===== config.mk =====
export PLATFORM = sky130hd
export DESIGN_NAME = bus_decoder
export DESIGN_NICKNAME = d
export VERILOG_FILES = /design/src/source/platform_pkg.sv /design/src/source/bus_decoder.sv
export SDC_FILE = /design/constraint.sdc
export NUM_CORES = 1
export LEC_CHECK = 0
export CAP_MARGIN = 5
export CORE_AREA = 2 2 84 86
export CTS_CLUSTER_DIAMETER = 50
export DETAILED_ROUTE_END_ITERATION = 8
export DIE_AREA = 0 0 86 88
export DONT_BUFFER_PORTS = 1
export SLEW_MARGIN = 20
export SYNTH_ARGS = -nofsm -noshare
export SYNTH_HDL_FRONTEND = slang
export SYNTH_SLANG_ARGS = --single-unit

===== constraint.sdc =====
create_clock -name CLOCK_50 -period 2.1 [get_ports CLOCK_50]
set_input_delay 0.21 -clock CLOCK_50 [delete_from_list [all_inputs] [get_ports CLOCK_50]]
set_output_delay 0.21 -clock CLOCK_50 [all_outputs]
set_load 0.005 [all_outputs]

===== src/source/platform_pkg.sv =====
package platform_pkg;

    // Memory map, byte addresses
    localparam logic [31:0] ROM_BASE  = 32'h0000_0000;
    localparam int          ROM_WORDS = 1024;
    localparam logic [31:0] RAM_BASE  = 32'h0000_1000;
    localparam int          RAM_WORDS = 2048;
    localparam int          MEM_WORDS = ROM_WORDS + RAM_WORDS;

    // Single-address I/O ports
    localparam logic [31:0] UART_ADDR = 32'h8000_0000;
    localparam logic [31:0] KEY_ADDR  = 32'h8000_0008;

    // Field view of a bus address
    typedef struct packed {
        logic [15:0] page;
        logic [13:0] word;
        logic [1:0]  lane;
    } bus_addr_fields_t;

    // Same 32 bits, either compared whole or split into fields
    typedef union packed {
        logic [31:0]      raw;
        bus_addr_fields_t f;
    } bus_addr_u;

    // CPU data request
    typedef struct packed {
        logic        read_enable;
        logic        write_enable;
        bus_addr_u   addr;
        logic [63:0] write_data;
    } bus_req_t;

    typedef struct packed {
        logic       valid;
        logic       released;
        logic [7:0] scan;
    } key_event_t;

    typedef struct packed {
        logic       strobe;
        logic [7:0] data;
    } uart_tx_t;

    // Zero vector means no request
    typedef struct packed {
        logic [3:0] vector;
    } irq_t;

endpackage


===== src/source/bus_decoder.sv =====
`timescale 1ns/10ps

module bus_decoder
    import platform_pkg::*;
(
    input  logic        CLOCK_50,
    input  logic        KEY0,
    input  bus_req_t    bus_req,
    input  logic [31:0] mem_rdata,
    input  logic [7:0]  key_scan,
    output logic        ram_write,
    output logic [63:0] bus_read_data,
    output uart_tx_t    uart_tx
);

    logic [13:0] rom_off;
    logic [13:0] ram_off;
    logic        rom_sel;
    logic        ram_sel;
    logic        uart_sel;
    logic        key_sel;

    logic        rd_pending;
    logic        rd_mem;
    logic        rd_key;
    logic [7:0]  key_q;
    logic [63:0] rd_hold;
    logic [63:0] rd_sel;

    logic        uart_wr;
    logic        uart_wr_q;

    // Memory regions from the field view, offsets wrap below the base
    assign rom_off = bus_req.addr.f.word - ROM_BASE[15:2];
    assign ram_off = bus_req.addr.f.word - RAM_BASE[15:2];
    assign rom_sel = (bus_req.addr.f.page == ROM_BASE[31:16]) && (rom_off < 14'(ROM_WORDS));
    assign ram_sel = (bus_req.addr.f.page == RAM_BASE[31:16]) && (ram_off < 14'(RAM_WORDS));

    // I/O ports match one exact address
    assign uart_sel = (bus_req.addr.raw == UART_ADDR);
    assign key_sel  = (bus_req.addr.raw == KEY_ADDR);

    // ROM is read-only
    assign ram_write = bus_req.write_enable && ram_sel;

    always_ff @(posedge CLOCK_50 or negedge KEY0) begin
        if (!KEY0) begin
            rd_pending <= 1'b0;
            rd_mem     <= 1'b0;
            rd_key     <= 1'b0;
            rd_hold    <= 64'd0;
            uart_wr_q  <= 1'b0;
        end else begin
            rd_pending <= bus_req.read_enable;
            if (bus_req.read_enable) begin
                rd_mem <= rom_sel || ram_sel;
                rd_key <= key_sel;
            end
            rd_hold   <= bus_read_data;
            uart_wr_q <= uart_wr;
        end
    end

    // Scan code sampled together with the read
    always_ff @(posedge CLOCK_50) begin
        if (bus_req.read_enable) begin
            key_q <= key_scan;
        end
    end

    // Memory word arrives one cycle after the read
    always_comb begin
        if (rd_mem) begin
            rd_sel = {32'd0, mem_rdata};
        end else if (rd_key) begin
            rd_sel = {56'd0, key_q};
        end else begin
            rd_sel = 64'd0;
        end
    end

    assign bus_read_data = rd_pending ? rd_sel : rd_hold;

    // First cycle of a run of UART writes
    assign uart_wr        = bus_req.write_enable && uart_sel;
    assign uart_tx.strobe = uart_wr && !uart_wr_q;
    assign uart_tx.data   = bus_req.write_data[7:0];

endmodule


======== Word level (Yosys, flattened, before mapping) ========
Index checks and enable logic that the tools add are counted.
storage, ports and cells
  bits in latches ......................... 0
  register bits after elaboration ......... 76
  memory bits (writable) .................. 0
  ROM bits ................................ 0
  memories ................................ 0
  output and inout bits ................... 74
  bits of input ports ..................... 140
operators by class
  bitwise operators ....................... 0
  equality and inequality tests ........... 2
  multiplexer cells ....................... 3
  reductions and logical operators ........ 8
  shift operators ......................... 0
  multipliers ............................. 0
  divide/modulo/power cells ............... 0
  $lt $le $gt $ge ......................... 2
  add/subtract/negate cells ............... 1
operator list
  operator                                                       count
  == test 32 bit (second input constant)                         2
  two-way mux 64 bit                                             1
  two-way mux 32 bit                                             1
  logical NOT 16 bit                                             1
  less-than comparator 14 x 11 -> 1 bit (second input constant)  1
  less-than comparator 14 x 12 -> 1 bit (second input constant)  1
  subtractor 14 x 11 -> 14 bit (second input constant)           1
  two-way mux 8 bit                                              1
  logical AND 1 bit                                              5
  logical NOT 1 bit                                              1
  logical OR 1 bit                                               1

======== Longest topological paths before layout ========
  depth after elaboration ................. 4
  mapped depth ............................ 6
  gate-level depth less buffers ........... 6

======== Worst setup path after synthesis ========
OpenSTA, ideal clock, no wires.
  path kind ............................... input -> output
  start ................................... input bus_req[81] in the netlist's numbering
  end ..................................... output ram_write
  slack ................................... 822 ps
  required time ........................... 1,890 ps
  arrival ................................. 1,068 ps
  cell stages on the path ................. 4
  cell sequence ........................... nor4_1 -> and4_1 -> nand2_2 -> a2111oi_2
between the ends
  longest elaborated chain between the ends .. 3
RTL lines
  what                line               source
  from (decl)         bus_decoder.sv:8   input bus_req_t bus_req,
  logical NOT 16 bit  bus_decoder.sv:37  assign ram_sel = (bus_req.addr.f.page == RAM_BASE[31:16]) && (ram_off < 14'(RAM_WORDS));
  logical AND 1 bit   bus_decoder.sv:37
  logical AND 1 bit   bus_decoder.sv:44  assign ram_write = bus_req.write_enable && ram_sel;
  to (decl)           bus_decoder.sv:11  output logic ram_write,
No other way between the ends.

======== Worst setup path after layout ========
  start ................................... register rd_mem
  end ..................................... output bus_read_data[5]
between the ends
  longest elaborated chain between the ends .. 2
RTL lines
  what                    line               source
  from (decl)             bus_decoder.sv:24  logic rd_mem;
  from (signal assigned)  bus_decoder.sv:56  rd_mem <= rom_sel || ram_sel;
  two-way mux 32 bit      bus_decoder.sv:73  if (rd_mem) begin
  two-way mux 64 bit      bus_decoder.sv:82  assign bus_read_data = rd_pending ? rd_sel : rd_hold;
  to (decl)               bus_decoder.sv:12  output logic [63:0] bus_read_data,
No other way between the ends.

==> impl_metrics.csv <==
group,metric,value,unit
status,outcome,"completed",
clock_network,cts-resized-gates,0,
placed_design,place_worst_setup_slack,0.5532,ns
final_layout,fin_cells,354,
logic_synthesis,synth_area_leader_cell,"dfrtp_1",
final_layout,antenna_cells_inserted,0,
setup_path,setup.worst_path.end_class,"output port",
sta,rsz_0062_raised_after_global_routing,"no",
placed_design,numPlacedInstances,326,
logic_synthesis,synth-edff-count,8,
clock_network,cts_setup_buffers,0,
drt,postRouteWirelength,6013,um
logic_synthesis,synthesized_area,0.002925,mm2
setup_path,critical_path_arrival,1.66,ns
drt,routedWlPerCell,16.99,um
logic_synthesis,warnings_from_yosys,0,
logic_synthesis,post-synth-top-count-cell,"dfrtp_1",
clock_network,cts_made_buffers,9,
logic_synthesis,syn_area_per_cell,11.21,um2
flow_run,number_of_violations_of_the_max_capacitance_limit,0,
logic_synthesis,synth_cell_types,31,
placed_design,place.gp.congestion,0.6823,
floorplanning,die_width,86,um
drt,post-route-drc-count,0,
setup_path,critical_path.n_buffers_inverters,0,
global_routing,grt.overflow.total,0,
final_layout,layout.cell_area.non_filler,0.003293,mm2
logic_synthesis,synthDominantCellAreaShare,58.17,%
logic_synthesis,ys_top_cells_by_area,"dfrtp_1, edfxtp_1, nor2b_1",
logic_synthesis,synth-async-reset-ratio,89.47,%
setup_path,critical-path-slowest-cell,"nor2b_1",
global_routing,antenna_found_initial,0,
floorplanning,design.portCount,214,
final_layout,syn_to_final_growth,12.57,%
setup_path,critical_path_class,"flip-flop to output port",
drt,drt.antenna.violating_nets,0,
sta,slew_headroom,65.38,%
floorplanning,vertical_die_dimension,88,um
logic_synthesis,yosys_most_used_dff,"dfrtp_1",
logic_synthesis,synth_sequential_area_ratio,66.38,%
sta,fin_worst_skew,0.008592,ns
final_layout,fin_nets,410,
sta,setup_total_negative_slack,0,ns
final_layout,drive_gt1_share,9.124,%
sta,maxClockFrequency,0.5348,GHz
global_routing,grt_pass1_vias,1744,
placed_design,detailed_place_hpwl,4042,um
clock_network,clk_transition_reported_paths,0.08,ns
placed_design,placement.cell_area,0.002955,mm2
global_routing,groute.usage.overall,15.28,%
setup_path,crit_path_largest_cell_delay,0.44,ns
clock_network,cts_tree,"built",
drt,drt_pre_antenna_iters,4,
setup_path,timing.critical_path.fanout_max,7,
sta,final-max-slew-violation-count,0,
floorplanning,initial_utilization,44.03,%
global_routing,grt_first_pass_wirelength,8625,um
setup_path,worstPathCellList,"nor2b_1 -> a22oi_1 -> a21oi_1",
final_layout,final.fill_count,597,
clock_network,clk_lat_worst_skew,0.34,ns
logic_synthesis,synth.net_count,402,
drt,drt-initial-drc-count,92,
clock_network,clock_sink_count,76,
placed_design,number_of_buffers_added_on_ports,0,
floorplanning,floorplan.core_area,0.006644,mm2
drt,detail_route.vias_per_cell,5.068,
logic_synthesis,synth_seq_cells,76,
sta,period_minus_slack,1.870,ns
sta,finalHoldWorstSlack,0.02242,ns
power_and_ir_drop,leakage,1.437,nW
power_and_ir_drop,power-per-cell-area,835.7,mW/mm2
sta,report.final.hold_viol_count,0,
setup_path,start_kind,"flip-flop",
logic_synthesis,synth_cells,261,
setup_path,timing.critical_path.required,1.89,ns
clock_network,cts_root_buf,"clkbuf_8",
logic_synthesis,post_synth_most_frequent_cells,"dfrtp_1, nor2b_1, inv_1, o21ai_0, nand2_1",
global_routing,grt_max_degree,69,
floorplanning,die-area,0.007568,mm2
sta,layout_worst_path_cycle_share,89.04,%
power_and_ir_drop,ir_drop,0.0003749,V
clock_network,cts_max_path_buffers,2,
setup_path,path_delay_family,"compound AO/OA/AOI/OAI gates",
sta,worst_slack,0.2301,ns
clock_network,htree_num_levels,3,
sta,setup-violations-final,0,
drt,vias,1794,
sta,timing_worst_slew_pin_value,0.5138,ns
floorplanning,rows,30,
worst_hold_path,min-delay-path-class,"input pin to flip-flop",
==> flip-flops by register name, indices dropped and copies added, names as in the netlist <==
name        count
key_q           8
uart_wr_q       1
rd_key          1
rd_mem          1
rd_hold        64
rd_pending      1
==> repair_timing <==
item	4_1_cts	5_1_grt
setup endpoints to repair	0	0
hold endpoints to repair	87	0
hold buffers	12	0
==> final cells by class <==
type | instances | area, um2 | share of cell area [%]
multi-input combinational | 136 | 765.7 | 23.25
inverter | 29 | 108.9 | 3.305
timing repair buffer | 17 | 175.2 | 5.319
clock inverter | 5 | 58.81 | 1.786
clock buffer | 11 | 141.4 | 4.293
sequential | 76 | 1943 | 59.00
tap | 80 | 100.1 | 3.040
==> power by group <==
part           internal [mW]  switching [mW]
Clock                  0.584           0.541
Sequential              1.51         0.00633
Combinational         0.0384          0.0722
Total                   2.13           0.620
==> per-layer routing <==
layer	wire, um	global-route usage (%)	vias up
met1	2620	18.73	811
met3	472	5.372	12
met4	119	8.802	0
met2	2800	23.54	110
met5	0	0	-
li1	-	-	861
==> worst reg2reg max path, stage by stage, from the launching register on <==
cell and delay [ns]:
dfrtp_1 0.43, nor2b_1 0.44, a22oi_1 0.15, a21oi_1 0.30
==> path summary, 6_finish.rpt <==
check / from / end / slack [ns] / depth (start not counted)
worst max register to register: rd_mem / rd_hold[5] / 0.67 / 3
min in group asynchronous: KEY0 / rd_hold[15] / 0.43 / 2
worst min register to register: rd_hold[45] / rd_hold[45] / 0.54 / 1
worst min-delay path: bus_req[96] / uart_wr_q / 0.02 / 2
max in group asynchronous: KEY0 / rd_pending / 1.39 / 2
worst max-delay path: rd_mem / bus_read_data[5] / 0.23 / 3
==> through the flow <==
step | utilization, % | power [mW]
4_1_cts | 49.57 | 2.787
2_1_floorplan | - | 1.606
5_1_grt | 49.57 | 2.857
6_report | 49.57 | 2.752
3_5_place_dp | 44.48 | 1.607
3_3_place_gp | 44.48 | 1.605
==> layout by cell type, fill, tap and decap left out <==
cell type      instances
a21oi_1               10
and4_1                 1
a41o_2                 1
dlygate4sd3_1         11
dfrtp_2                1
ha_1                   1
nor2b_1               34
and3_1                 1
clkinv_2               1
nand2_1               23
clkbuf_1               1
o22ai_1                1
a2111oi_2              1
and2_0                 1
nor3_1                 3
buf_16                 1
nand2b_1               3
o221ai_1               1
inv_6                  1
buf_4                  5
nand3_1                2
nand3b_1               1
edfxtp_1               8
o41ai_1                1
o21ai_0               25
clkbuf_8              10
nor2_1                 9
nor4b_1                2
nand4_1                1
inv_1                 29
nor4_1                 5
clkinvlp_4             2
a22oi_1                7
xnor2_1                1
bufinv_16              1
nand2_2                1
dfrtp_1               67
==> cell families (layout without fill, tap and decap cells) <==
| kind of cell | count (synthesis) | after routing | synth area share [%] |
|---|---|---|---|
| DFF | 76 | 76 | 66.38 |
| xor gates and xnor gates | 1 | 1 | 0.2995 |
| AOI/OAI and AO/OA | 47 | 47 | 9.495 |
| and+or+nand+nor | 87 | 87 | 15.95 |
| adders and majority gates | 1 | 1 | 0.4276 |
| buffers and inverters | 49 | 62 | 7.442 |
Note: power is estimated with default switching activity, not from simulation.
