File: src/source/step_divider.sv
`timescale 1ns/10ps

module step_divider #(
    parameter int DIVIDE          = 25_000_000,
    parameter int HEARTBEAT_STEPS = 2
) (
    input  logic CLOCK_50,
    input  logic KEY0,
    output logic cpu_step,
    output logic heartbeat_led
);

    localparam int CW = $clog2(DIVIDE + 1);
    localparam int SW = $clog2(HEARTBEAT_STEPS + 1);

    logic [CW-1:0] clk_cnt;
    logic [SW-1:0] step_cnt;
    logic          wrap;

    assign wrap = (clk_cnt == CW'(DIVIDE - 1));

    always_ff @(posedge CLOCK_50 or negedge KEY0) begin
        if (!KEY0) begin
            clk_cnt       <= '0;
            step_cnt      <= '0;
            cpu_step      <= 1'b0;
            heartbeat_led <= 1'b0;
        end else begin
            cpu_step <= wrap;
            if (wrap) begin
                clk_cnt <= '0;
                // Count steps toward the next heartbeat toggle
                if (step_cnt == SW'(HEARTBEAT_STEPS - 1)) begin
                    step_cnt      <= '0;
                    heartbeat_led <= !heartbeat_led;
                end else begin
                    step_cnt <= step_cnt + 1'b1;
                end
            end else begin
                clk_cnt <= clk_cnt + 1'b1;
            end
        end
    end

endmodule

File: config.mk
export PLATFORM = sky130hd
export DESIGN_NAME = step_divider
export DESIGN_NICKNAME = d
export VERILOG_FILES = /design/src/source/step_divider.sv
export SDC_FILE = /design/constraint.sdc
export NUM_CORES = 1
export LEC_CHECK = 0
export BUFFER_PORTS_ARGS = -buffer_cell sky130_fd_sc_hd__buf_2
export CORE_AREA = 4 4 54 56
export CTS_CLUSTER_DIAMETER = 60
export CTS_CLUSTER_SIZE = 25
export DETAILED_ROUTE_END_ITERATION = 12
export DIE_AREA = 0 0 58 60
export PLACE_DENSITY = 0.74
export SLEW_MARGIN = 10
export SYNTH_ARGS = -nofsm -noshare
export SYNTH_HDL_FRONTEND = slang
export SYNTH_SLANG_ARGS = --single-unit
File: constraint.sdc
create_clock -name CLOCK_50 -period 2.35 [get_ports CLOCK_50]
set_clock_uncertainty 0.05 [all_clocks]
set_input_delay 0.235 -clock CLOCK_50 [delete_from_list [all_inputs] [get_ports CLOCK_50]]
set_output_delay 0.235 -clock CLOCK_50 [all_outputs]
set_load 0.01 [all_outputs]
=== Yosys cells after proc, flatten, opt, wreduce, memory -nomap -nowiden ===
Cells that the tools add are included.

* $add $sub $neg: 2
* Eq/ne operators: 2
* Multiplexer cells: 2
* Reduce and logical (&&, ||, !) cells: 2

{| class="wikitable"
|+ Operator list
! kind !! number
|-
| $add 25x1->25 const B || 1
|-
| $eq 25x25->1 const B || 1
|-
| $mux 25 || 1
|-
| $add 2x1->2 const B || 1
|-
| $eq 2x1->1 const B || 1
|-
| $mux 2 || 1
|-
| $reduce_and 2->1 || 1
|-
| $logic_not 1->1 || 1
|}

* Input port bits: 2
* Output and inout port bits: 2
* Bits in registers: 29

=== Depth between registers and ports, before layout ===
Gate-level depths: netlist (run 1).

* Word-level depth: 2
* Mapped depth: 6

=== Worst setup path after synthesis (run 1) ===
No wires, ideal clock.

* Path type: reg2reg
* Start: register clk_cnt[0]
* End: register clk_cnt[24]
* Buffers on the path: 1
* Cell stages (with the launch flop): 7
* Data arrival time: 1839 ps
* Slack: 384 ps
* Data required time: 2223 ps
* Cell sequence: dfrtp_1 > ha_1 > nand3_1 > or3_1 > clkbuf_2 > or4_1 > a21oi_1

* Longest elaborated chain between the ends: 2
* Elaborated cells on any way between the ends: 3
* Classes of those cells: add/sub (1); eq/ne (1); mux (1)

{| class="wikitable"
|+ Ends and longest elaborated chain
! what !! RTL line !! text
|-
| from (decl) || 16 || <nowiki>logic [CW-1:0] clk_cnt;</nowiki>
|-
| from (signal assigned) || 40 || <nowiki>clk_cnt <= clk_cnt + 1'b1;</nowiki>
|-
| $add 25x1->25 / $eq 25x25->1 (equally long branches) || 40, 20 ||
|-
| $mux 25 * || 30 || <nowiki>if (wrap) begin</nowiki>
|}

Mark *: on every way between the ends. The rest lies on a longest branch, timed or not.
A chain may end at the register's enable or synchronous reset.

=== Worst setup path in the final report (run 1) ===
* Start: register clk_cnt[4]
* End: register clk_cnt[24]

Same word-level chain as after synthesis.

==> results of run 1 <==
-- kinds of logic (layout without fill, tap and decap cells) --
| logic type | after synthesis | after routing | share of synthesized area (%) |
|---|---|---|---|
| simple gates | 58 | 58 | 25.05 |
| buf+inv | 10 | 22 | 3.603 |
| mux | 2 | 2 | 1.441 |
| flops | 29 | 29 | 52.25 |
| compound gates | 14 | 14 | 6.036 |
| xor+xnor | 17 | 17 | 10.72 |
| fa+ha+maj | 1 | 1 | 0.9008 |
-- area by class of cell --
cell class	count	area, µm²	share of cell area (%)
sequential	29	725.7	47.19
multi-input combinational	92	613.1	39.87
timing repair buffer	8	55.05	3.580
clock inverter	3	46.29	3.011
clock buffer	5	37.54	2.441
tap	30	37.54	2.441
inverter	6	22.52	1.465
-- Yosys cell counts (2+ instances only) --
cell / n
o21ai_0: 4
or3_2: 3
nand4_1: 2
mux2i_1: 2
dfrtp_1: 29
or4_1: 3
a21oi_1: 5
xnor2_1: 9
nor3_1: 6
nand3_1: 8
nor4_1: 5
nor2_1: 9
o31ai_1: 3
xor2_1: 8
nor4b_1: 2
nand2_1: 9
inv_1: 6
-- path summary, 6_finish.rpt --
check	end	slack, ns	cells after the start
min in group CLOCK_50	step_cnt[1]	0.41	1
hold / removal	clk_cnt[8]	0.38	2
max in group asynchronous	clk_cnt[10]	1.45	2
hold reg to reg	step_cnt[1]	0.41	1
setup / recovery	clk_cnt[24]	0.31	4
setup reg to reg	clk_cnt[24]	0.31	4
-- layer usage --
layer	up-vias	routed length, µm	global-route usage, %
li1	488	-	-
met1	470	1192	20.45
met2	15	1149	26.94
met3	9	79	4.536
met4	0	96	14.57
met5	-	0	0
-- report_power, final --
part           total (mW)  leakage [nW]  switching (mW)  internal, mW
Combinational      0.0108         0.228         0.00914       0.00167
Clock               0.415        0.0414           0.190         0.225
Sequential          0.499         0.391               0         0.499
-- critical path: stages, from the launching register on --
cell     delay [ns]
dfrtp_1        0.51
nand4_4        0.19
or3_1          0.53
or4_1          0.54
a21oi_1        0.15
-- what timing repair did --
| item | CTS | global route |
|---|---|---|
| endpoints found under the hold margin | 29 | 0 |
| hold buffers | 1 | 0 |
| endpoints found under the setup margin | 0 | 0 |
-- state kept, by name, indices dropped and copies added, names as in the netlist --
name	count
clk_cnt	25
cpu_step	1
heartbeat_led	1
step_cnt	2
-- cells in the final DEF, fill, tap and decap left out, types with 2 or more instances in the layout --
cell | Yosys | layout
a21oi_1 | 5 | 5
buf_2 | 0 | 3
buf_4 | 1 | 4
clkbuf_4 | 0 | 5
dfrtp_1 | 29 | 29
inv_1 | 6 | 6
mux2i_1 | 2 | 2
nand2_1 | 9 | 9
nand3_1 | 8 | 8
nand4_1 | 2 | 2
nor2_1 | 9 | 9
nor3_1 | 6 | 6
nor4_1 | 5 | 5
nor4b_1 | 2 | 2
o21ai_0 | 4 | 4
o31ai_1 | 3 | 3
or3_2 | 3 | 3
or4_1 | 3 | 3
xnor2_1 | 9 | 9
xor2_1 | 8 | 8
-- metrics by stage --
step / setup WS [ns] / hold WS (ns) / power (mW) / util (%) / instance area, µm²
5_1_grt: 0.1763 / 0.4253 / 0.9616 / 63.22 / 1538
3_3_place_gp: 0.4190 / 0.2323 / 0.5187 / 59.36 / 1444
6_report: 0.3094 / 0.3843 / 0.9240 / 63.22 / 1538
3_5_place_dp: 0.3761 / 0.2418 / 0.5190 / 59.36 / 1444
4_1_cts: 0.3069 / 0.3995 / 0.9333 / 63.22 / 1538
2_1_floorplan: 0.3836 / -0.1106 / 0.5086 / - / 1389
==> out/qor.csv, run 1 <==
stage;metric;value;unit
setup_path;crit path capture type;flop;
grt;initial antenna violation count;0;
placed_design;Placed Cells;164;
sta;RSZ-0062 raised after global routing;no;
sta;Final period util;86.83;%
sta;final period demand of the worst path;2.041;ns
yosys;top post-synthesis cells by area;dfrtp_1 52%, xnor2_1 5.7%, xor2_1 5.0%, nand3_1 2.9%, nand2_1 2.4%;
outcome;status;finished, final reports clean;
setup_path;Crit. Startpoint;clk_cnt[4];
route;WL per Instance;14.55;µm
floorplanning;Rows;18;
route;drt first-iter violations;26;
sta;Final Hold Viols;0;
final_layout;share of post-route cells with drive strength above 1;16.78;%
power;peak supply drop;904.6;µV
grt;vias in the first global route;1007;
clock_tree;clk_lat worst skew;0.34;ns
final_layout;Fillers;185;
yosys;Syn Inst Count;131;
final_layout;Finished Layout Cells;173;
setup_path;kind of critical path;reg -> reg;
sta;Max-slew headroom;58.47;%
power;power per standard cell area;600.9;nW/µm²
floorplanning;die height;60;µm
final_layout;Area Growth Syn to Fin;10.72;%
yosys;Post-synth ARST share;100.0;%
route;vias post-DR;982;
clock_tree;Bufs on Longest Clock Path;2;
setup_path;CP startpoint kind;flop;
yosys;Yosys reg bits;29;
route;drt via density;5.676;
yosys;sequential-to-total area share from yosys stat;52.25;%
sta;Worst Tran Pin Value;0.6229;ns
yosys;Netlist cell types;35;
setup_path;Worst Path Required;2.56;ns
grt;first-pass GRT wire length;4312;µm
clock_tree;CTS buffer count;5;
floorplanning;Core ar.;2432;µm²
grt;largest net degree at the start of global routing;30;
clock_tree;CTS tree;yes;
setup_path;arrival time worst endpoint;2.25;ns
yosys;Yosys Warn Count;0;
flow_run;max cap viols;0;
route;drt total wl;2517;µm
yosys;Mapped Area;1389;µm²
route;post-route ant nets;0;
yosys;Synth area leader;dfrtp_1;
setup_path;Crit Path Max Fanout;9;
grt;Total Routing Usage GR;17.49;%
placed_design;DP HPWL;1752;µm
clock_tree;CTS Root Cell;clkbuf_4;
yosys;post-synth top area share;52.25;%
final_layout;Diodes inserted;0;
route;drt pass-1 iters;4;
clock_tree;Worst-path clk slew;0.10;ns
power;Lkg Pwr;0.6600;nW
yosys;syn_area_per_cell;10.60;µm²
clock_tree;setup bufs post-CTS;0;
floorplanning;Starting Density;57.10;%
sta;setup TNS after final layout;0;ns
floorplanning;Die ar.;3480;µm²
clock_tree;Clock Sink Count;29;
floorplanning;overall die width;58;µm
clock_tree;Post-CTS Resized;0;
yosys;number of synthesized flops with an enable pin;0;
clock_tree;number of H-tree levels;2;
sta;Fmax;490.1;MHz
min_path;worst min path class;in -> async;
route;# DRC;0;
placed_design;Port Buffer Count;3;
sta;Final setup viols;0;
yosys;Synthesized Nets;134;
grt;Overflow after GRT;0;
sta;Final Max Tran Viols;0;
setup_path;reg2reg start;clk_cnt[4];
floorplanning;I/O Pins;4;
placed_design;GPL Wtd Cong;0.7653;
yosys;Top FF cell, synth;dfrtp_1;
final_layout;nets@finish;145;
No activity file was read; power rests on OpenSTA's default activity.
==> inputs of run 2 (changes only) <==
--- a/config.mk
+++ b/config.mk
@@ -6,12 +6,13 @@
 export NUM_CORES = 1
 export LEC_CHECK = 0
 export BUFFER_PORTS_ARGS = -buffer_cell sky130_fd_sc_hd__buf_2
-export CORE_AREA = 4 4 54 56
-export CTS_CLUSTER_DIAMETER = 60
+export CORE_AREA = 2 2 52 54
+export CTS_CLUSTER_DIAMETER = 100
 export CTS_CLUSTER_SIZE = 25
 export DETAILED_ROUTE_END_ITERATION = 12
-export DIE_AREA = 0 0 58 60
+export DIE_AREA = 0 0 54 56
 export PLACE_DENSITY = 0.74
+export RECOVER_POWER = 50
 export SLEW_MARGIN = 10
 export SYNTH_ARGS = -nofsm -noshare
 export SYNTH_HDL_FRONTEND = slang
==> run 2 against run 1 <==
The run now ends with capacitance limit, slew limit left. Cell count shrank 0.58%. Sequential share of layout area grew 0.39 points. Design area shrank 0.81%. Sequential power is essentially flat. Critical endpoint unchanged.
==> out/qor.csv, run 2 (synthesized netlist as in run 1, its figures left out) <==
stage;metric;value;unit
route;post-route ant nets;0;
setup_path;Worst Path Required;2.57;ns
clock_tree;cts hold-fix bufs;1;
grt;Total Routing Usage GR;21.33;%
setup_path;kind of critical path;reg -> reg;
setup_path;max incr delay on CP;0.54;ns
sta;Final Max Tran Viols;30;
sta;Max-slew headroom;-1.366;%
clock_tree;Clock Sink Count;29;
route;WL per Instance;14.63;µm
setup_path;reg2reg start;clk_cnt[4];
floorplanning;Core ar.;2432;µm²
clock_tree;CTS buffer count;5;
final_layout;biggest regs;clk_cnt (25), step_cnt (2);
clock_tree;CTS tree;yes;
sta;Final setup viols;0;
sta;Worst Tran Pin Value;1.520;ns
sta;final hold slack;0.4147;ns
setup_path;Crit Path Max Fanout;9;
final_layout;max reg flops;25;
power;power per standard cell area;589.4;nW/µm²
clock_tree;Post-CTS Resized;0;
placed_design;Placed Cells;164;
route;drt via density;5.669;
route;drt first-iter violations;35;
outcome;failing checks;capacitance limit, slew limit;
setup_path;arrival time worst endpoint;2.26;ns
clock_tree;Bufs on Longest Clock Path;2;
clock_tree;clk_lat worst skew;0.34;ns
grt;largest net degree at the start of global routing;30;
sta;setup TNS after final layout;0;ns
sta;Fmax;490.7;MHz
floorplanning;Rows;18;
floorplanning;die height;56;µm
setup_path;CP startpoint kind;flop;
placed_design;placed cell area;1444;µm²
min_path;hold path start;heartbeat_led;
placed_design;DP HPWL;1708;µm
clock_tree;CTS Root Cell;clkbuf_4;
final_layout;Finished Layout Cells;172;
outcome;status;finished, violations left;
clock_tree;number of H-tree levels;2;
setup_path;Crit-path slowest cell;or3_1;
grt;initial antenna violation count;0;
grt;M3 GR Usage;10.48;%
final_layout;Fillers;197;
final_layout;Area Growth Syn to Fin;9.820;%
grt;GRT met2 Usage;31.18;%
placed_design;GPL Wtd Cong;0.8408;
final_layout;Diodes inserted;0;
floorplanning;Starting Density;57.10;%
route;# DRC;0;
min_path;hold path depth;1;
final_layout;Design Area, Final;1525;µm²
final_layout;commonest non-fill, non-tap cell in the layout;dfrtp_1;
route;vias post-DR;975;
clock_tree;setup bufs post-CTS;0;
min_path;worst min path class;reg -> reg;
power;peak supply drop;539.3;µV
final_layout;share of post-route cells with drive strength above 1;15.49;%
sta;Final period util;86.71;%
floorplanning;I/O Pins;4;
min_path;Worst Hold Path EP;heartbeat_led;
floorplanning;Die ar.;3024;µm²
setup_path;FF-to-FF setup slack;0.31;ns
grt;first-pass GRT wire length;4533;µm
setup_path;crit-path cells;nand4_4 -> or3_1 -> or4_1 -> a21oi_1;
setup_path;crit path capture type;flop;
sta;Final Hold Viols;0;
setup_path;R2R depth;4;
grt;Top Usage Layer GRT;met2;
power;Lkg Pwr;0.6569;nW
final_layout;most frequent cells in the layout;29 x dfrtp_1, 9 x nand2_1, 9 x xnor2_1, 9 x nor2_1;
grt;met1 GRT Util;27.66;%
grt;vias in the first global route;992;
setup_path;CP top delay family;simple AND/OR/NAND/NOR gates;
flow_run;max cap viols;1;
clock_tree;Worst-path clk slew;0.09;ns
setup_path;CP Buf/Inv Count;0;
floorplanning;overall die width;54;µm
final_layout;nets@finish;145;
grt;Overflow after GRT;0;
final_layout;largest register by flop count;clk_cnt;
route;drt total wl;2516;µm
placed_design;Port Buffer Count;3;
route;drt pass-1 iters;4;
setup_path;reg2reg end;clk_cnt[24];
sta;RSZ-0062 raised after global routing;no;
sta;final period demand of the worst path;2.038;ns
[run 2: changes by cell type in the layout (fill, tap and decap cells not counted), sizes merged]
cell,delta
clkbuf,+1
buf,-1
clkinvlp,-1
[run 2: metrics by stage]
step	util, %	setup WS (ns)	power (mW)
after global routing	62.71	0.1920	0.9305
after CTS	62.76	0.3272	0.9044
after detailed placement	59.36	0.3697	0.5190
after floorplan	-	0.3836	0.5086
final	62.71	0.3123	0.8989
after global placement	59.36	0.4177	0.5187
[run 2: worst max-delay path by stage]
stage                from          end  slack, ns  cells after the start
2_1_floorplan  clk_cnt[0]  clk_cnt[24]       0.38                      6
3_3_place_gp   clk_cnt[0]  clk_cnt[24]       0.42                      5
3_5_place_dp   clk_cnt[4]  clk_cnt[24]       0.37                      4
4_1_cts        clk_cnt[4]  clk_cnt[24]       0.33                      4
5_1_grt        clk_cnt[4]  clk_cnt[24]       0.19                      4
6_report       clk_cnt[4]  clk_cnt[24]       0.31                      4
[run 2: layout make-up]
cell class / instances / area [µm²] / area share (%)
Timing Repair Buffer: 8 / 53.80 / 3.527
Sequential cell: 29 / 725.7 / 47.58
Tap cell: 30 / 37.54 / 2.461
Inverter: 6 / 22.52 / 1.477
Clock inverter: 2 / 35.03 / 2.297
Clock buffer: 5 / 37.54 / 2.461
Multi-Input combinational cell: 92 / 613.1 / 40.20
[run 2: report_power, final]
group	switching, mW	total, mW	internal (mW)
combinational	0.00931	0.0107	0.00142
clock	0.173	0.390	0.216
sequential	0	0.499	0.499
total	0.183	0.899	0.716
[run 2: layer usage]
layer  vias to the layer above  share of wire (%)
li1                        488                  -
met1                       467                 47
met2                        13                 47
met3                         7                4.6
met4                         0                1.7
met5                         -                  0
