$ cat src/source/platform_pkg.sv
package platform_pkg;

    // Memory map, byte addresses
    localparam logic [31:0] ROM_BASE  = 32'h0000_0000;
    localparam int          ROM_WORDS = 1024;
    localparam logic [31:0] RAM_BASE  = 32'h0000_1000;
    localparam int          RAM_WORDS = 2048;
    localparam int          MEM_WORDS = ROM_WORDS + RAM_WORDS;

    // Single-address I/O ports
    localparam logic [31:0] UART_ADDR = 32'h8000_0000;
    localparam logic [31:0] KEY_ADDR  = 32'h8000_0008;

    // Field view of a bus address
    typedef struct packed {
        logic [15:0] page;
        logic [13:0] word;
        logic [1:0]  lane;
    } bus_addr_fields_t;

    // Same 32 bits, either compared whole or split into fields
    typedef union packed {
        logic [31:0]      raw;
        bus_addr_fields_t f;
    } bus_addr_u;

    // CPU data request
    typedef struct packed {
        logic        read_enable;
        logic        write_enable;
        bus_addr_u   addr;
        logic [63:0] write_data;
    } bus_req_t;

    typedef struct packed {
        logic       valid;
        logic       released;
        logic [7:0] scan;
    } key_event_t;

    typedef struct packed {
        logic       strobe;
        logic [7:0] data;
    } uart_tx_t;

    // Zero vector means no request
    typedef struct packed {
        logic [3:0] vector;
    } irq_t;

endpackage

$ cat src/source/key_interrupt.sv
`timescale 1ns/10ps

module key_interrupt
    import platform_pkg::*;
(
    input  logic       CLOCK_50,
    input  logic       KEY0,
    input  key_event_t key_event,
    input  logic       irq_ack,
    output logic [7:0] key_scan,
    output irq_t       irq,
    output logic       irq_led
);

    localparam logic [3:0] KEY_VECTOR = 4'd1;

    logic new_make;
    logic ack_seen;

    // Only presses raise the interrupt, releases are ignored
    assign new_make = key_event.valid && !key_event.released && (key_event.scan != 8'h00);
    assign ack_seen = irq_ack && (irq.vector != 4'd0);

    always_ff @(posedge CLOCK_50 or negedge KEY0) begin
        if (!KEY0) begin
            key_scan   <= 8'h00;
            irq.vector <= 4'd0;
        end else begin
            if (new_make) begin
                // A fresh press outranks a pending acknowledge
                key_scan   <= key_event.scan;
                irq.vector <= KEY_VECTOR;
            end else if (ack_seen) begin
                irq.vector <= 4'd0;
            end
        end
    end

    assign irq_led = (irq.vector != 4'd0);

endmodule

$ cat config.mk
export PLATFORM = sky130hd
export DESIGN_NAME = key_interrupt
export DESIGN_NICKNAME = d
export VERILOG_FILES = /design/src/source/platform_pkg.sv /design/src/source/key_interrupt.sv
export SDC_FILE = /design/constraint.sdc
export NUM_CORES = 1
export LEC_CHECK = 0
export ABC_CLOCK_PERIOD_IN_PS = 800
export BUFFER_PORTS_ARGS = -buffer_cell sky130_fd_sc_hd__buf_2
export CORE_AREA = 2 2 39 41
export DETAILED_ROUTE_END_ITERATION = 6
export DIE_AREA = 0 0 41 43
export PLACE_DENSITY = 0.62
export SKIP_CTS_REPAIR_TIMING = 1
export SLEW_MARGIN = 25
export SYNTH_ARGS = -nofsm -noshare
export SYNTH_HDL_FRONTEND = slang
export SYNTH_SLANG_ARGS = --single-unit
$ cat constraint.sdc
create_clock -name CLOCK_50 -period 0.8 [get_ports CLOCK_50]
set_input_delay 0.12 -clock CLOCK_50 [delete_from_list [all_inputs] [get_ports CLOCK_50]]
set_output_delay 0.12 -clock CLOCK_50 [all_outputs]
set_load 0.005 [all_outputs]
## Word-level counts from Yosys, hierarchy flattened

Cells that the tools add are included.

- Mux-type cells: 2
- Reductions and logical operators: 7

Operator list:

| operator | number |
|---|---|
| two-way mux 4 bit | 2 |
| nonzero test 8 bit | 1 |
| nonzero test 4 bit | 1 |
| logical AND 1 bit | 3 |
| nonzero test 2 bit | 1 |
| logical NOT 1 bit | 1 |

- Register bits: 12
- Input bits: 13

## Longest topological paths before layout

Gate-level depths: netlist (run 1).

- Depth in word-level cells: 4
- Gate-level depth with buffers: 4

## Worst setup path after synthesis (run 1)

No wires, ideal clock.

- Kind: input port to flip-flop
- From: input port key_event[3] (netlist bit)
- To: register irq[0] (netlist bit)
- Setup time: 137 ps
- Arrival: 986 ps
- Data required time: 663 ps
- Slack: -323 ps
- Stages on the path: 3
- Path buffers: 0
- Cells stage by stage: or4_4 o21ai_4 o21ai_0

- Word-level cells in the longest chain between the ends: 3

RTL lines:

| what | line | text |
|---|---|---|
| start: declaration | key_interrupt.sv:8 | `input key_event_t key_event,` |
| nonzero test 8 bit * | key_interrupt.sv:21 | `assign new_make = key_event.valid && !key_event.released && (key_event.scan != 8'h00);` |
| logical AND 1 bit * | key_interrupt.sv:21 |  |
| two-way mux 4 bit or nonzero test 2 bit (tied branches) | n/a |  |
| end: declaration | key_interrupt.sv:11 | `output irq_t irq,` |

Mark *: on every way between the ends. The rest lies on a longest branch, timed or not.
A chain may end at the register's enable or synchronous reset.

## Final worst setup path (run 1)

- From: input port key_event[4] (netlist bit)
- To: register key_scan[5]

- Word-level cells in the longest chain between the ends: 2

RTL lines:

| what | line | text |
|---|---|---|
| nonzero test 8 bit | key_interrupt.sv:21 |  |
| logical AND 1 bit | key_interrupt.sv:21 |  |
| end signal: assignment | key_interrupt.sv:31 | `key_scan <= key_event.scan;` |
| end: declaration | key_interrupt.sv:10 | `output logic [7:0] key_scan,` |

No other way between the ends.

==> impl_metrics.yaml, run 1 <==
synthesis:
  yosysTopAreaCellShare_pct: 58.3
  avgSynthCellArea_um2: 13.3
  synth.distinct_cells: 10
  synth-seq-area-share_pct: 58.3
  synth.largest_area_cell: "dfrtp_1"
  synth.area.top_cells: "dfrtp_1 (58%), a22o_1 (18%), buf_4 (7.8%)"
  netlist_instances: 29
  yosysWarnings: 0
  syn_area_um2: 387
  synth_seq_cells: 9
timing:
  setup_viol: 19
  postLayoutSetupSlackWorst_ns: -0.177
  max_freq_ghz: 1.02
  whs_ns: 0.0320
  fin_crit_sh_pct: 122
  clock_skew_ns: 0
  slew_violations: 0
  hold_violations: 0
  rsz0062_at_grt: "yes"
  period_minus_slack_ns: 0.977
placement:
  gp_congestion: 0.613
  placed_cell_area_um2: 528
  place_ws_ns: -0.500
  portBuffers: 22
  dp_hpwl_um: 642
  place_inst: 69
die:
  io_pins: 26
  design.core.area_mm2: 0.00138
  die-area_mm2: 0.00176
  die_w_um: 41
  rows: 14
  initial_core_util_pct: 27.9
  die_h_um: 43
critical_path:
  crit_chain: "buf_6 > or4_4 > o21ai_4 > a22o_1"
  cp_slowest_stage_delay_ns: 0.57
  cp_max_fo: 5
  critPathArrivalTime_ns: 1.17
  cp-end-kind: "register"
  cp.buffers_inverters: 1
  crit_path_start_kind: "primary input"
  cp_slowest_cell: "or4_4"
  crit_family: "simple AND/OR/NAND/NOR gates"
  critPathKind: "primary input to register"
  cp.required_ns: 0.99
final_layout:
  stdcell_area_um2: 637
  finalNonFillerCells: 80
  fin_nets: 78
  layout-drive-gt1-share_pct: 60.9
  insertedDiodeCount: 0
  area_growth_pct: 64.7
global_route:
  antenna_found_initial: 0
  grt.total_usage_pct: 11.7
  grt_pass1_vias: 334
  grt_pass1_wl_um: 1360
  grt_max_degree: 10
  gr-total-overflow: 0
clock_tree:
  clkTransAtPathRegs_ns: 0.06
  cts.htree.levels: 1
  cts_sinks: 9
  clk_path_buf_depth: 2
  cts_tree: "built"
  cts_inserted_buffers: 3
  insertion_delay_ns: 0.25
  cts_root_buf: "clkbuf_4"
route:
  wl_um: 969
  wl_per_cell_um: 12.1
  ant_nets: 0
  post_drt_via_cell_ratio: 4.29
  drc: 0
  vias: 343
  first_iter_violations: 0
  drtPass1Iterations: 1
hold_path:
  hold_path_class: "primary input to register"
power_and_ir_drop:
  power.total_uw: 1150
  power_density_mw_per_mm2: 1810
  peakVddDrop_mv: 0.730
  leakagePower_uw: 0.000339
status:
  status: "finished, violations left"
  violations: "negative setup slack"
job:
  cap_violations: 0
-- final timing paths --
check	from	endpoint	slack [ns]	depth (start not counted)
worst min-delay path	irq_ack	irq[0]	0.03	2
worst max-delay path	key_event[4]	key_scan[5]	-0.18	4
min in group asynchronous	KEY0	key_scan[2]	0.24	2
worst min register to register	key_scan[0]	key_scan[0]	0.50	1
max in group asynchronous	KEY0	key_scan[1]	0.39	2
worst max register to register	key_scan[1]	key_scan[1]	-0.01	2
-- kinds of logic (layout without fill, tap and decap cells) --
| kind of cell | Yosys count | after routing | share of synthesized area [%] |
|---|---|---|---|
| buffers and inverters | 6 | 38 | 9.71 |
| AO/OA/AOI/OAI | 10 | 11 | 23.6 |
| AND/OR/NAND/NOR | 3 | 3 | 7.44 |
| flip-flops | 9 | 9 | 58.3 |
| other | 1 | 3 | 0.970 |
-- worst register-to-register path, cell delays in order, from the launching register on --
cell,delay (ns)
dfrtp_1,0.39
buf_4,0.13
a22o_1,0.18
-- cells in the mapped netlist (all sizes together) --
cell type	n
conb	1
a22o	8
buf	4
o21ai	2
nor2b	1
or4	2
inv	1
dfrtp	9
clkbuf	1
-- through the flow --
stage                     util, %  setup TNS (ns)
after floorplan                 -           -2.65
after global placement       38.2           -4.08
after detailed placement     38.2           -4.40
after CTS                    40.1           -2.85
after global routing         46.0           -2.75
final                        46.0           -2.26
-- routing by layer --
metal	track usage (%)	wire length, µm	vias up
li1	-	-	172
met1	16.9	413	151
met2	15.6	456	20
met3	3.14	99	0
met4	6.00	0	0
met5	0	0	-
-- power by group --
group,switching [µW],total [µW],internal (µW),leakage (µW)
logic,101,267,166,0.000213
registers,32.4,543,511,0.000111
clock network,148,339,192,0.0000150
total,281,1150,869,0.000339
-- state kept, by name, indices dropped and copies added (netlist names) --
register	count
key_scan	8
irq	1
-- placed cells by master, fill, tap and decap left out --
cell type	n
a22o_1	8
or4_4	2
clkbuf_4	3
inv_1	1
buf_6	3
dlygate4sd3_1	1
buf_4	10
buf_2	19
o21ai_4	2
nor2b_1	1
clkbuf_1	1
conb_1	3
dfrtp_1	9
o21ai_1	1
-- cell type report --
type	count	area (µm²)
fill	139	747
multi-input combinational	17	148
tap	16	20.0
clock buffer	4	26.3
sequential	9	225
inverter	1	3.75
timing repair buffer	33	214
Power figures use the tool's default switching activity.
==> inputs of run 2 (changes only) <==
ABC_CLOCK_PERIOD_IN_PS = 1000   (was 800)
clock period = 1 ns   (was 0.8 ns; I/O delays follow)
==> run 2 against run 1 <==
- the flow still finishes with violations (negative setup slack)
- power is 23% lower
- design area is 4.7% lower
- combinational power is 31% lower
- sequential cell count stayed put
- register-to-register slack better by 0.32 ns
- critical path depth stayed put
- non-clock buffer count is 4 lower
- clock power is 20% lower
- clock skew stayed put
- largest cell class unchanged
==> impl_metrics.yaml, run 2 (synthesis results as in run 1) <==
power_and_ir_drop:
  peakVddDrop_mv: 0.581
  leakagePower_uw: 0.000320
  power_density_mw_per_mm2: 1470
  power.total_uw: 890
final_layout:
  fin_nets: 74
  layout-drive-gt1-share_pct: 58.3
  final_common_cell: "buf_2"
  largestRegisters: "key_scan: 8 flops, irq: 1 flops"
  area_growth_pct: 57.0
  layout_common_cells: "buf_2 (19), dfrtp_1 (9), a22o_1 (8), buf_4 (6)"
  final_util_pct: 43.9
  largest_reg_flops: 8
  insertedDiodeCount: 0
  finalNonFillerCells: 76
  largest_register: "key_scan"
route:
  wl_per_cell_um: 12.0
  vias: 329
  drc: 0
  post_drt_via_cell_ratio: 4.33
  drtPass1Iterations: 1
  first_iter_violations: 0
  wl_um: 914
  ant_nets: 0
die:
  io_pins: 26
  design.core.area_mm2: 0.00138
  rows: 14
  initial_core_util_pct: 27.9
  die_h_um: 43
  die-area_mm2: 0.00176
  die_w_um: 41
critical_path:
  critPathKind: "primary input to register"
  cp_max_fo: 5
  rrSetupSlack_ns: 0.31
  rr_worst_depth: 1
  cp_slowest_cell: "or4_4"
  crit_chain: "buf_6 > or4_4 > o21ai_4 > a22o_1"
  cp.required_ns: 1.19
  timing.rr.end: "key_scan[7]"
  cp_slowest_stage_delay_ns: 0.57
  reg2reg_from: "key_scan[7]"
  crit_path_start_kind: "primary input"
  cp-end-kind: "register"
  critPathArrivalTime_ns: 1.20
placement:
  place_inst: 69
  portBuffers: 22
  dp_hpwl_um: 642
  gp_congestion: 0.616
  place_ws_ns: -0.330
status:
  status: "finished, violations left"
  violations: "negative setup slack"
clock_tree:
  cts_inserted_buffers: 3
  insertion_delay_ns: 0.25
  clkTransAtPathRegs_ns: 0.06
  cts_tree: "built"
  cts_sinks: 9
  clk_path_buf_depth: 2
  cts_root_buf: "clkbuf_4"
  cts.htree.levels: 1
timing:
  hold_violations: 0
  setup_viol: 3
  period_minus_slack_ns: 1.01
  slew_violations: 0
  whs_ns: 0.0614
  postLayoutSetupSlackWorst_ns: -0.00650
  max_freq_ghz: 0.994
  fin_crit_sh_pct: 101
  rsz0062_at_grt: "yes"
  clock_skew_ns: 0
global_route:
  grt_max_degree: 10
  antenna_found_initial: 0
  gr-total-overflow: 0
  grt.total_usage_pct: 11.7
  grt_pass1_wl_um: 1360
  grt_pass1_vias: 334
hold_path:
  hold_start: "irq_ack"
  hold_end: "irq[0]"
  holdPathStages: 2
  hold_path_class: "primary input to register"
job:
  cap_violations: 0
-- run 2: cell types whose count changed in the layout (fill, tap and decap cells not counted) --
cell   delta
buf_4     -4
-- run 2: worst max path at each step --
stage            startpoint     endpoint  slack, ns  depth (start not counted)
2_1_floorplan  key_event[7]       irq[0]      -0.13                          3
3_3_place_gp   key_event[7]       irq[0]      -0.30                          4
3_5_place_dp   key_event[7]  key_scan[7]      -0.33                          4
4_1_cts        key_event[7]  key_scan[5]      -0.05                          4
5_1_grt        key_event[4]  key_scan[2]      -0.02                          4
6_report       key_event[4]  key_scan[5]     -0.006                          4
-- run 2: routing by layer --
metal,up-vias,global-route usage (%),part of all wire [%]
li1,164,-,-
met1,145,16.9,45
met2,20,15.6,44
met3,0,3.14,11
met4,0,6.00,0
met5,-,0,0
-- run 2: per-stage QoR --
stage,instance area [µm²],TNS [ns]
3_3_place_gp,528,-2.55
5_1_grt,607,-0.0722
4_1_cts,554,-0.382
2_1_floorplan,394,-1.12
6_report,607,-0.0121
3_5_place_dp,528,-2.87
-- run 2: power breakdown --
group          internal [µW]  switching, µW  total [µW]
Combinational            109           73.8         183
Clock                    153            119         272
Sequential               409           26.3         435
Total                    671            219         890
-- run 2: final cells by class --
| cell class | instances | area (µm²) |
|---|---|---|
| fillers | 135 | 777 |
| flip-flops and latches | 9 | 225 |
| repair buffers | 29 | 184 |
| multi-input cells | 17 | 148 |
| clock buffers | 4 | 26.3 |
| well taps | 16 | 20.0 |
| inverters | 1 | 3.75 |
-- run 2: critical path, delay by kind of cell --
family / cells / cell delay (ns)
AO/OA/AOI/OAI: 2 / 0.38
buffers and inverters: 1 / 0.09
AND/OR/NAND/NOR: 1 / 0.57
==> inputs of run 3 (changes only) <==
==> constraint.sdc (replaced) <==
create_clock -name CLOCK_50 -period 1 [get_ports CLOCK_50]
set_input_delay 0.1 -clock CLOCK_50 [delete_from_list [all_inputs] [get_ports CLOCK_50]]
set_output_delay 0.1 -clock CLOCK_50 [all_outputs]
set_load 0.005 [all_outputs]
==> run 3 against run 2 <==
- the flow now finishes without violations
- clock power is essentially flat
- via count fell by 1.2%
- sequential cell count unchanged
- setup slack better by 0.034 ns
- power down 1.1%
- first-iteration DRC count rose by 3
- register-to-register slack barely moved
- critical path type unchanged
==> impl_metrics.yaml, run 3 (synthesis results as in run 1) <==
status:
  status: "completed"
final_layout:
  layout-drive-gt1-share_pct: 56.7
  insertedDiodeCount: 0
  final_util_pct: 42.7
  final_common_cell: "buf_2"
  fin_nets: 74
  finalNonFillerCells: 76
  largest_register: "key_scan"
  layout_common_cells: "buf_2 (22), dfrtp_1 (9), a22o_1 (8), buf_4 (5)"
  area_growth_pct: 52.8
  largest_reg_flops: 8
  stdcell_area_um2: 591
  largestRegisters: "key_scan: 8 flops, irq: 1 flops"
  fillers: 139
critical_path:
  cp.required_ns: 1.13
  cp-end-kind: "register"
  critPathArrivalTime_ns: 1.10
  crit_path_start_kind: "primary input"
  cp_max_fo: 5
  cp_slowest_cell: "or4_4"
  rr_worst_depth: 1
  crit_chain: "buf_2 > or4_4 > o21ai_4 > o21ai_1"
  cp_slowest_stage_delay_ns: 0.57
  critPathKind: "primary input to register"
power_and_ir_drop:
  leakagePower_uw: 0.000313
  power_density_mw_per_mm2: 1490
  peakVddDrop_mv: 0.557
die:
  initial_core_util_pct: 27.9
  io_pins: 26
  die-area_mm2: 0.00176
  die_h_um: 43
  die_w_um: 41
  rows: 14
  design.core.area_mm2: 0.00138
clock_tree:
  cts_tree: "built"
  clkTransAtPathRegs_ns: 0.06
  cts_inserted_buffers: 3
  cts_root_buf: "clkbuf_4"
  clk_path_buf_depth: 2
  cts.htree.levels: 1
  insertion_delay_ns: 0.25
  cts_sinks: 9
placement:
  dp_hpwl_um: 636
  place_inst: 69
  gp_congestion: 0.616
  placed_cell_area_um2: 528
  portBuffers: 22
route:
  wl_per_cell_um: 11.7
  ant_nets: 0
  post_drt_via_cell_ratio: 4.28
  first_iter_violations: 3
  vias: 325
  wl_um: 889
  drc: 0
  drtPass1Iterations: 2
global_route:
  grt_max_degree: 10
  grt.total_usage_pct: 11.6
  gr-total-overflow: 0
  grt_pass1_vias: 330
  antenna_found_initial: 0
  grt_pass1_wl_um: 1340
hold_path:
  holdPathStages: 2
  hold_path_class: "primary input to register"
timing:
  rsz0062_at_grt: "yes"
  period_minus_slack_ns: 0.972
  setup_viol: 0
  fin_tns_setup_ns: 0
  whs_ns: 0.0820
  fin_crit_sh_pct: 97.2
  clock_skew_ns: 0
  hold_violations: 0
  max_freq_ghz: 1.03
  slew_violations: 0
job:
  cap_violations: 0
==> run 3: changes by cell type in the layout (fill, tap and decap cells not counted), sizes merged <==
| cell | delta |
|---|---|
| buf | -1 |
| dlygate4sd3 | +1 |
==> run 3: final cells by class <==
cell class / count / area (µm²) / share of cell area, %
multi-input cells: 17 / 148 / 25.0
clock buffers: 4 / 26.3 / 4.45
flip-flops and latches: 9 / 225 / 38.1
repair buffers: 29 / 168 / 28.4
well taps: 16 / 20.0 / 3.39
inverters: 1 / 3.75 / 0.636
==> run 3: path summary, 6_finish.rpt <==
| check | to | start | slack, ns |
|---|---|---|---|
| min in group asynchronous | key_scan[6] | KEY0 | 0.22 |
| max in group asynchronous | key_scan[1] | KEY0 | 0.61 |
| min | key_scan[1] | key_event[1] | 0.08 |
| min reg2reg | key_scan[3] | key_scan[3] | 0.49 |
| max | irq[0] | key_event[3] | 0.03 |
| max reg2reg | key_scan[7] | key_scan[7] | 0.32 |
==> run 3: through the flow <==
stage                     worst slack, ns  total power, µW
after global routing             -0.00226              937
after floorplan                   -0.0790              513
after detailed placement           -0.280              604
after global placement             -0.247              603
final                              0.0276              881
after CTS                       -0.000202              884
==> run 3: metal layers <==
layer	vias to the layer above	track usage (%)	share of wire, %
met5	-	0	0
met4	0	6.00	0
met3	0	3.14	11
met2	20	15.3	40
met1	141	16.9	49
li1	164	-	-
==> run 3: report_power, final <==
part	leakage (µW)	switching, µW	internal [µW]
clock	0.0000150	119	153
combinational	0.000187	73.1	102
sequential	0.000111	24.8	409
==> run 3: worst max-delay path: cells and delay by family <==
kind	cells	cell delay (ns)
simple gates	1	0.57
compound gates	2	0.33
buf+inv	1	0.10
